### src/hdl/isaPkg.sv
`default_nettype none

package isaPkg;

    typedef enum logic [5:0] {
        opSpecial = 6'b000000,
        opJ       = 6'b000010,
        opJal     = 6'b000011,
        opBeq     = 6'b000100,
        opBne     = 6'b000101,
        opAddi    = 6'b001000,
        opAndi    = 6'b001100,
        opOri     = 6'b001101,
        opXori    = 6'b001110,
        opLui     = 6'b001111,
        opLw      = 6'b100011,
        opSw      = 6'b101011
    } opcodeE;

    typedef enum logic [5:0] {
        fnSll  = 6'b000000,
        fnJr   = 6'b001000,
        fnAdd  = 6'b100000,
        fnSub  = 6'b100010,
        fnAnd  = 6'b100100,
        fnOr   = 6'b100101,
        fnXor  = 6'b100110,
        fnSlt  = 6'b101010,
        fnSltu = 6'b101011
    } functE;

    typedef struct packed {
        opcodeE      opcode;
        logic [4:0]  rs;
        logic [4:0]  rt;
        logic [4:0]  rd;
        logic [4:0]  shamt;
        functE       funct;
    } rTypeT;

    typedef struct packed {
        opcodeE      opcode;
        logic [4:0]  rs;
        logic [4:0]  rt;
        logic [15:0] imm16;
    } iTypeT;

    typedef struct packed {
        opcodeE      opcode;
        logic [25:0] target26;
    } jTypeT;

    // one fetched word, viewed per format.
    typedef union packed {
        rTypeT r;
        iTypeT i;
        jTypeT j;
    } instrU;

    typedef enum logic [2:0] {
        aluAdd  = 3'b000,
        aluSub  = 3'b001,
        aluAnd  = 3'b010,
        aluOr   = 3'b011,
        aluXor  = 3'b100,
        aluSll  = 3'b101,
        aluSlt  = 3'b110,
        aluSltu = 3'b111
    } aluOpE;

    typedef enum logic [1:0] {
        wbAlu   = 2'b00,
        wbMem   = 2'b01,
        wbUpper = 2'b10,
        wbLink  = 2'b11 // pc+4 for jal.
    } wbSelE;

    typedef enum logic [1:0] {
        extZero  = 2'b00,
        extSign  = 2'b01,
        extUpper = 2'b10
    } extE;

    typedef struct packed {
        logic [4:0]  rs;
        logic [4:0]  rt;
        logic [4:0]  wAddr;
        logic [4:0]  shamt;
        logic [31:0] imm;
        aluOpE       aluOp;
        logic        aluSrcImm;
        logic        regWrite;
        wbSelE       wbSel;
        logic        memRead;
        logic        memWrite;
        logic        branchEq;
        logic        branchNe;
        logic        jump;
        logic        jumpReg;
        logic [25:0] target26;
    } ctrlT;

endpackage

`default_nettype wire

### src/hdl/wbPkg.sv
`default_nettype none

package wbPkg;

    // master to slave.
    typedef struct packed {
        logic        cyc;
        logic        stb;
        logic        we;
        logic [3:0]  sel;
        logic [31:0] adr;
        logic [31:0] datW;
    } wbReqT;

    // slave to master.
    typedef struct packed {
        logic        ack;
        logic [31:0] datR;
    } wbRspT;

endpackage

`default_nettype wire

### src/hdl/controller.sv
`timescale 1ns/1ns
`default_nettype none

module controller (
    input  wire isaPkg::instrU instr,
    output isaPkg::ctrlT       ctrl
);

    isaPkg::extE ext;

    always_comb begin
        ctrl          = '0;
        ext           = isaPkg::extZero;
        ctrl.rs       = instr.r.rs;
        ctrl.rt       = instr.r.rt;
        ctrl.shamt    = instr.r.shamt;
        ctrl.target26 = instr.j.target26;
        ctrl.aluOp    = isaPkg::aluAdd;
        ctrl.wbSel    = isaPkg::wbAlu;

        case (instr.r.opcode)
            isaPkg::opSpecial: begin
                ctrl.wAddr    = instr.r.rd;
                ctrl.regWrite = 1'b1;
                case (instr.r.funct)
                    isaPkg::fnAdd:  ctrl.aluOp = isaPkg::aluAdd;
                    isaPkg::fnSub:  ctrl.aluOp = isaPkg::aluSub;
                    isaPkg::fnAnd:  ctrl.aluOp = isaPkg::aluAnd;
                    isaPkg::fnOr:   ctrl.aluOp = isaPkg::aluOr;
                    isaPkg::fnXor:  ctrl.aluOp = isaPkg::aluXor;
                    isaPkg::fnSll:  ctrl.aluOp = isaPkg::aluSll;
                    isaPkg::fnSlt:  ctrl.aluOp = isaPkg::aluSlt;
                    isaPkg::fnSltu: ctrl.aluOp = isaPkg::aluSltu;
                    isaPkg::fnJr: begin
                        ctrl.regWrite = 1'b0;
                        ctrl.jumpReg  = 1'b1;
                    end
                    default: ctrl.regWrite = 1'b0; // unknown funct is a nop.
                endcase
            end
            isaPkg::opAddi, isaPkg::opAndi, isaPkg::opOri, isaPkg::opXori: begin
                ctrl.wAddr     = instr.i.rt;
                ctrl.aluSrcImm = 1'b1;
                ctrl.regWrite  = 1'b1;
                case (instr.i.opcode)
                    isaPkg::opAndi: ctrl.aluOp = isaPkg::aluAnd;
                    isaPkg::opOri:  ctrl.aluOp = isaPkg::aluOr;
                    isaPkg::opXori: ctrl.aluOp = isaPkg::aluXor;
                    default: begin
                        ctrl.aluOp = isaPkg::aluAdd;
                        ext        = isaPkg::extSign;
                    end
                endcase
            end
            isaPkg::opLui: begin
                ext           = isaPkg::extUpper;
                ctrl.wAddr    = instr.i.rt;
                ctrl.regWrite = 1'b1;
                ctrl.wbSel    = isaPkg::wbUpper;
            end
            isaPkg::opLw: begin
                ext            = isaPkg::extSign;
                ctrl.wAddr     = instr.i.rt;
                ctrl.aluSrcImm = 1'b1;
                ctrl.memRead   = 1'b1;
                ctrl.regWrite  = 1'b1;
                ctrl.wbSel     = isaPkg::wbMem;
            end
            isaPkg::opSw: begin
                ext            = isaPkg::extSign;
                ctrl.aluSrcImm = 1'b1;
                ctrl.memWrite  = 1'b1;
            end
            isaPkg::opBeq, isaPkg::opBne: begin
                ext           = isaPkg::extSign; // branch offsets are signed too.
                ctrl.aluOp    = isaPkg::aluSub;
                ctrl.branchEq = (instr.i.opcode == isaPkg::opBeq);
                ctrl.branchNe = (instr.i.opcode == isaPkg::opBne);
            end
            isaPkg::opJ: ctrl.jump = 1'b1;
            isaPkg::opJal: begin
                ctrl.jump     = 1'b1;
                ctrl.regWrite = 1'b1;
                ctrl.wAddr    = 5'd31;
                ctrl.wbSel    = isaPkg::wbLink;
            end
            default: ; // undefined opcode, nothing happens.
        endcase

        case (ext)
            isaPkg::extSign:  ctrl.imm = {{16{instr.i.imm16[15]}}, instr.i.imm16};
            isaPkg::extUpper: ctrl.imm = {instr.i.imm16, 16'h0000};
            default:          ctrl.imm = {16'h0000, instr.i.imm16};
        endcase
    end

endmodule

`default_nettype wire

### src/hdl/alu.sv
`timescale 1ns/1ns
`default_nettype none

module alu (
    input  wire logic [31:0]   a,
    input  wire logic [31:0]   b,
    input  wire logic [4:0]    shamt,
    input  wire isaPkg::aluOpE op,
    output logic [31:0]        result,
    output logic               zero
);

    always_comb begin
        case (op)
            isaPkg::aluAdd:  result = a + b;
            isaPkg::aluSub:  result = a - b;
            isaPkg::aluAnd:  result = a & b;
            isaPkg::aluOr:   result = a | b;
            isaPkg::aluXor:  result = a ^ b;
            isaPkg::aluSll:  result = b << shamt; // shifts rt, not rs.
            isaPkg::aluSlt:  result = {31'b0, ($signed(a) < $signed(b))};
            isaPkg::aluSltu: result = {31'b0, (a < b)};
            default:         result = a + b;
        endcase
    end

    // beq and bne compare via sub.
    assign zero = (result == 32'd0);

endmodule

`default_nettype wire

### src/hdl/regFile.sv
`timescale 1ns/1ns
`default_nettype none

module regFile (
    input  wire logic        clk,
    input  wire logic        reset,
    input  wire logic [4:0]  rAddrA,
    input  wire logic [4:0]  rAddrB,
    output logic [31:0]      rDataA,
    output logic [31:0]      rDataB,
    input  wire logic        wEn,
    input  wire logic [4:0]  wAddr,
    input  wire logic [31:0] wData
);

    logic [31:0] regs [32];

    always_ff @(posedge clk) begin
        if (reset) begin
            for (int i = 0; i < 32; i++) begin
                regs[i] <= 32'd0;
            end
        end else if (wEn && (wAddr != 5'd0)) begin
            regs[wAddr] <= wData;
        end
    end

    // $zero reads as zero regardless of contents.
    assign rDataA = (rAddrA == 5'd0) ? 32'd0 : regs[rAddrA];
    assign rDataB = (rAddrB == 5'd0) ? 32'd0 : regs[rAddrB];

endmodule

`default_nettype wire

### src/hdl/mipsCore.sv
`timescale 1ns/1ns
`default_nettype none

module mipsCore #(
    parameter logic [31:0] resetAddr = 32'h0000_0000
) (
    input  wire logic          clk,
    input  wire logic          reset,
    output wbPkg::wbReqT       wbReq,
    input  wire wbPkg::wbRspT  wbRsp
);

    typedef enum logic [1:0] {
        stFetch     = 2'b00,
        stExecute   = 2'b01,
        stMemory    = 2'b10,
        stWriteBack = 2'b11
    } stateE;

    stateE         state;
    logic [31:0]   pc;
    isaPkg::instrU instrReg;
    logic [31:0]   aluOut;
    logic [31:0]   loadData;

    logic          busCyc;
    logic          busWe;
    logic [31:0]   busAdr;
    logic [31:0]   busDatW;
    logic          busStart;
    logic          busDone;

    isaPkg::ctrlT  ctrl;
    logic [31:0]   rDataA;
    logic [31:0]   rDataB;
    logic [31:0]   aluB;
    logic [31:0]   aluResult;
    logic          aluZero;
    logic          regWen;
    logic [31:0]   wData;

    logic [31:0]   pcPlus4;
    logic [31:0]   branchTarget;
    logic [31:0]   jumpTarget;
    logic          taken;
    logic [31:0]   nextPc;

    controller i_controller (
        .instr (instrReg),
        .ctrl  (ctrl)
    );

    regFile i_regFile (
        .clk    (clk),
        .reset  (reset),
        .rAddrA (ctrl.rs),
        .rAddrB (ctrl.rt),
        .rDataA (rDataA),
        .rDataB (rDataB),
        .wEn    (regWen),
        .wAddr  (ctrl.wAddr),
        .wData  (wData)
    );

    assign aluB = ctrl.aluSrcImm ? ctrl.imm : rDataB;

    alu i_alu (
        .a      (rDataA),
        .b      (aluB),
        .shamt  (ctrl.shamt),
        .op     (ctrl.aluOp),
        .result (aluResult),
        .zero   (aluZero)
    );

    // next pc.
    assign pcPlus4      = pc + 32'd4;
    assign branchTarget = pcPlus4 + {ctrl.imm[29:0], 2'b00};
    assign jumpTarget   = {pcPlus4[31:28], ctrl.target26, 2'b00};
    assign taken        = (ctrl.branchEq && aluZero) || (ctrl.branchNe && !aluZero);

    always_comb begin
        if (ctrl.jumpReg) begin
            nextPc = rDataA;
        end else if (ctrl.jump) begin
            nextPc = jumpTarget;
        end else if (taken) begin
            nextPc = branchTarget;
        end else begin
            nextPc = pcPlus4;
        end
    end

    always_comb begin
        case (ctrl.wbSel)
            isaPkg::wbMem:   wData = loadData;
            isaPkg::wbUpper: wData = ctrl.imm;
            isaPkg::wbLink:  wData = pcPlus4;
            default:         wData = aluOut;
        endcase
    end

    assign regWen = (state == stWriteBack) && ctrl.regWrite;

    // a bus phase opens with cyc low and closes on ack.
    assign busStart = ((state == stFetch) || (state == stMemory)) && !busCyc;
    assign busDone  = busCyc && wbRsp.ack;

    always_ff @(posedge clk) begin
        if (reset) begin
            state  <= stFetch;
            pc     <= resetAddr;
            busCyc <= 1'b0;
            busWe  <= 1'b0;
        end else begin
            if (busStart) begin
                busCyc <= 1'b1;
                busWe  <= (state == stMemory) && ctrl.memWrite;
            end else if (busDone) begin
                busCyc <= 1'b0; // low for at least one cycle after ack.
                busWe  <= 1'b0;
            end

            case (state)
                stFetch: begin
                    if (busDone) begin
                        state <= stExecute;
                    end
                end
                stExecute: begin
                    if (ctrl.memRead || ctrl.memWrite) begin
                        state <= stMemory;
                    end else if (ctrl.regWrite) begin
                        state <= stWriteBack;
                    end else begin
                        pc    <= nextPc; // branches, j, jr and nops end here.
                        state <= stFetch;
                    end
                end
                stMemory: begin
                    if (busDone) begin
                        if (ctrl.memRead) begin
                            state <= stWriteBack;
                        end else begin
                            pc    <= nextPc;
                            state <= stFetch;
                        end
                    end
                end
                stWriteBack: begin
                    pc    <= nextPc;
                    state <= stFetch;
                end
                default: state <= stFetch;
            endcase
        end
    end

    always_ff @(posedge clk) begin
        if (busStart) begin
            busAdr  <= (state == stMemory) ? aluOut : pc;
            busDatW <= rDataB; // store data from rt.
        end
        if ((state == stFetch) && busDone) begin
            instrReg <= wbRsp.datR;
        end
        if ((state == stMemory) && busDone) begin
            loadData <= wbRsp.datR;
        end
        if (state == stExecute) begin
            aluOut <= aluResult;
        end
    end

    // word accesses only.
    assign wbReq = '{
        cyc:  busCyc,
        stb:  busCyc,
        we:   busWe,
        sel:  4'hf,
        adr:  busAdr,
        datW: busDatW
    };

endmodule

`default_nettype wire

### config.mk
export PLATFORM = sky130hd
export DESIGN_NAME = mipsCore
export DESIGN_NICKNAME = d
export VERILOG_FILES = /design/src/hdl/isaPkg.sv /design/src/hdl/wbPkg.sv /design/src/hdl/controller.sv /design/src/hdl/alu.sv /design/src/hdl/regFile.sv /design/src/hdl/mipsCore.sv
export SDC_FILE = /design/constraint.sdc
export NUM_CORES = 2
export LEC_CHECK = 0
export BUFFER_PORTS_ARGS = -buffer_cell sky130_fd_sc_hd__buf_4
export CAP_MARGIN = 10
export CORE_ASPECT_RATIO = 1.25
export CORE_MARGIN = 2
export CORE_UTILIZATION = 45
export CTS_BUF_LIST = sky130_fd_sc_hd__clkbuf_8
export DETAILED_ROUTE_END_ITERATION = 10
export MAX_ROUTING_LAYER = met4
export PLACE_DENSITY = 0.67
export SETUP_SLACK_MARGIN = 0.05
export SYNTH_ARGS = -nofsm -noshare
export SYNTH_HDL_FRONTEND = slang
export SYNTH_SLANG_ARGS = --single-unit
### constraint.sdc
create_clock -name clk -period 14.9 [get_ports clk]
set_clock_uncertainty 0.2 [all_clocks]
set_input_delay 1.49 -clock clk [delete_from_list [all_inputs] [get_ports clk]]
set_output_delay 1.49 -clock clk [all_outputs]
set_load 0.03 [all_outputs]
==> out/qor.yml <==
worst_hold_slack_ns: 0.300
num_vias: 54000
p_leak_uw: 0.0283
synth_seq_cells: 1230
final_layout_size_suffix_gt1_frac: 0.223
period_minus_slack_ns: 10.25
synth_edf_count: 1184
cts_buffers: 194
seq_area_frac_synth: 0.515
antenna_found_initial: 8
rows: 162
grt_max_degree: 105
clk_pin_slew_ns: 0.06
synth_top_area_share: 0.502
dp_hpwl_um: 186000
yosys.area.top_type: "edfxtp_1"
drc: 0
wl_per_cell_um: 35.1
violations: "max-capacitance violations, max-slew violations"
grt_pass1_vias: 53900
cts_max_path_buffers: 3
ys_warn_count: 0
place_congestion: 1.02
insertion_delay_ns: 0.98
p_total_uw: 8980
place_inst: 7633
rrSetupSlack_ns: 4.65
hold_viol_final: 0
netlist_top_cells_count: "1292 x nor2_1, 1184 x edfxtp_1, 525 x mux4_2"
cts_setup_buffers: 0
die_w_um: 359
syn_avg_cell_area_um2: 12.3
end_kind: "register"
ir_drop_uv: 95.6
async_flop_share: 0
synth_cell_types: 111
start_util: 0.454
cts_tree: "done"
netlist_top_cells_area: "edfxtp_1 50%, mux4_2 17%, nor2_1 6.8%"
grt_use_total: 0.355
path_class: "reg -> reg"
grt_remaining_overflow: 0
cts_sinks: 1230
arrival_ns: 10.92
synth_most_common_cell: "nor2_1"
cp_max_fo: 43
portBuffers: 101
holdPathStages: 2
dieArea_um2: 161000
start_kind: "register"
viasPerCell: 6.76
slowest_stage: "dfxtp_4"
rsz0062_at_grt: "false"
io_pins: 106
die_h_um: 448
fmax_ghz: 0.0976
grt_pass1_wl_um: 392000
cts_resized: 0
ctsHoldBuffers: 0
max_slew.worst_pin.slew_ns: 1.52
ys.flop_type: "edfxtp_1"
status: "complete, but fails checks"
relSlewSlack: -0.0103
syn_to_final_growth_pct: 9.76
final_cells: 7991
period_share: 0.688
critPathMaxStageDelay_ns: 0.95
cts_root_buffer: "clkbuf_8"
core_um2: 156000
final-max-slew-violation-count: 7
first_pass_iters: 9
cp.required_ns: 15.57
p_per_area_nw_per_um2: 116
nNetsFinal: 5954
syn-cell-area_um2: 70900
r2r.worst_path.cells: 27
tns_ns: 0
setup_violations: 0
ant_nets: 0
worstHoldPathType: "reg -> reg"
finalWirelength_um: 280000
max_cap_viol_count: 1
htree_levels: 4
synth_cells: 5760
fin_util: 0.498
drt-initial-drc-count: 7638
cell usage in the layout (no fill, tap or decap), drive strengths merged, types with 22 or more instances in the layout:
cell type	instances
a211oi	40
a21o	29
a21oi	212
a22oi	86
a311oi	26
a31oi	22
and2	30
buf	316
clkbuf	196
clkinv	74
conb	36
dfxtp	46
edfxtp	1184
ha	136
inv	225
mux2	59
mux2i	215
mux4	526
nand2	236
nand2b	59
nand3	67
nor2	1294
nor2b	23
nor3	66
nor4	25
o211ai	49
o21a	25
o21ai	163
o221ai	28
o22ai	31
or3	22
xnor2	47
flip-flops by register name, indices dropped and copies added, names as in the netlist, named ones only:
| register | flops |
|---|---|
| busAdr | 32 |
| busWe | 1 |
| state | 2 |
| loadData | 32 |
| busDatW | 32 |
| aluOut | 32 |
| pc | 32 |
| i_regFile.regs | 1024 |
| busCyc | 1 |
| instrReg | 32 |
worst paths after layout:
| check | start | end |
|---|---|---|
| setup / recovery | register | pc[30] |
| hold / removal | busWe | busWe |
| setup reg to reg | register | pc[30] |
| hold reg to reg | busWe | busWe |
stage by stage:
step | cell area (um2) | worst slack [ns]
2_1_floorplan | 71000 | 6.78
3_3_place_gp | 74100 | 4.99
3_5_place_dp | 74100 | 4.91
4_1_cts | 77700 | 4.88
5_1_grt | 77800 | 4.21
6_report | 77800 | 4.65
area by class of cell:
cell class	count	area, um2
fillers	13600	78300
repair buffers	316	2420
diodes	7	17.5
multi-input cells	3877	32000
flip-flops and latches	1230	36500
inverters	161	604
clock inverters	154	953
clock buffers	196	2700
well taps	2050	2560
report_power, final:
| group | switching [uW] | internal [uW] |
|---|---|---|
| clock network | 1450 | 1370 |
| logic | 1350 | 747 |
| registers | 110 | 3950 |
cell families after synthesis:
logic type                 after synthesis  synth area share
buffers and inverters                  687            0.0410
DFF                                   1230             0.515
and+or+nand+nor                       1917             0.115
xor gates and xnor gates                68           0.00841
muxes                                  800             0.207
AOI/OAI and AO/OA                      916            0.0887
adders and majority gates              140            0.0250
other                                    2          0.000106
metal layers:
layer	wire, um	vias up	part of all wire	GRT usage
met5	0	-	0	-
met4	22100	0	0.079	0.231
met3	31400	1069	0.11	0.0777
met2	135000	4058	0.48	0.578
met1	91900	27000	0.33	0.398
li1	-	21900	-	-
critical path: cells and delay by family (launching register included):
family	cells	cell delay [ns]
DFF	1	0.95
AOI/OAI and AO/OA	14	4.72
muxes	1	0.59
and+or+nand+nor	5	1.36
buffers and inverters	6	1.70
adders and majority gates	1	0.48
Note: power is estimated with default switching activity, not from simulation.
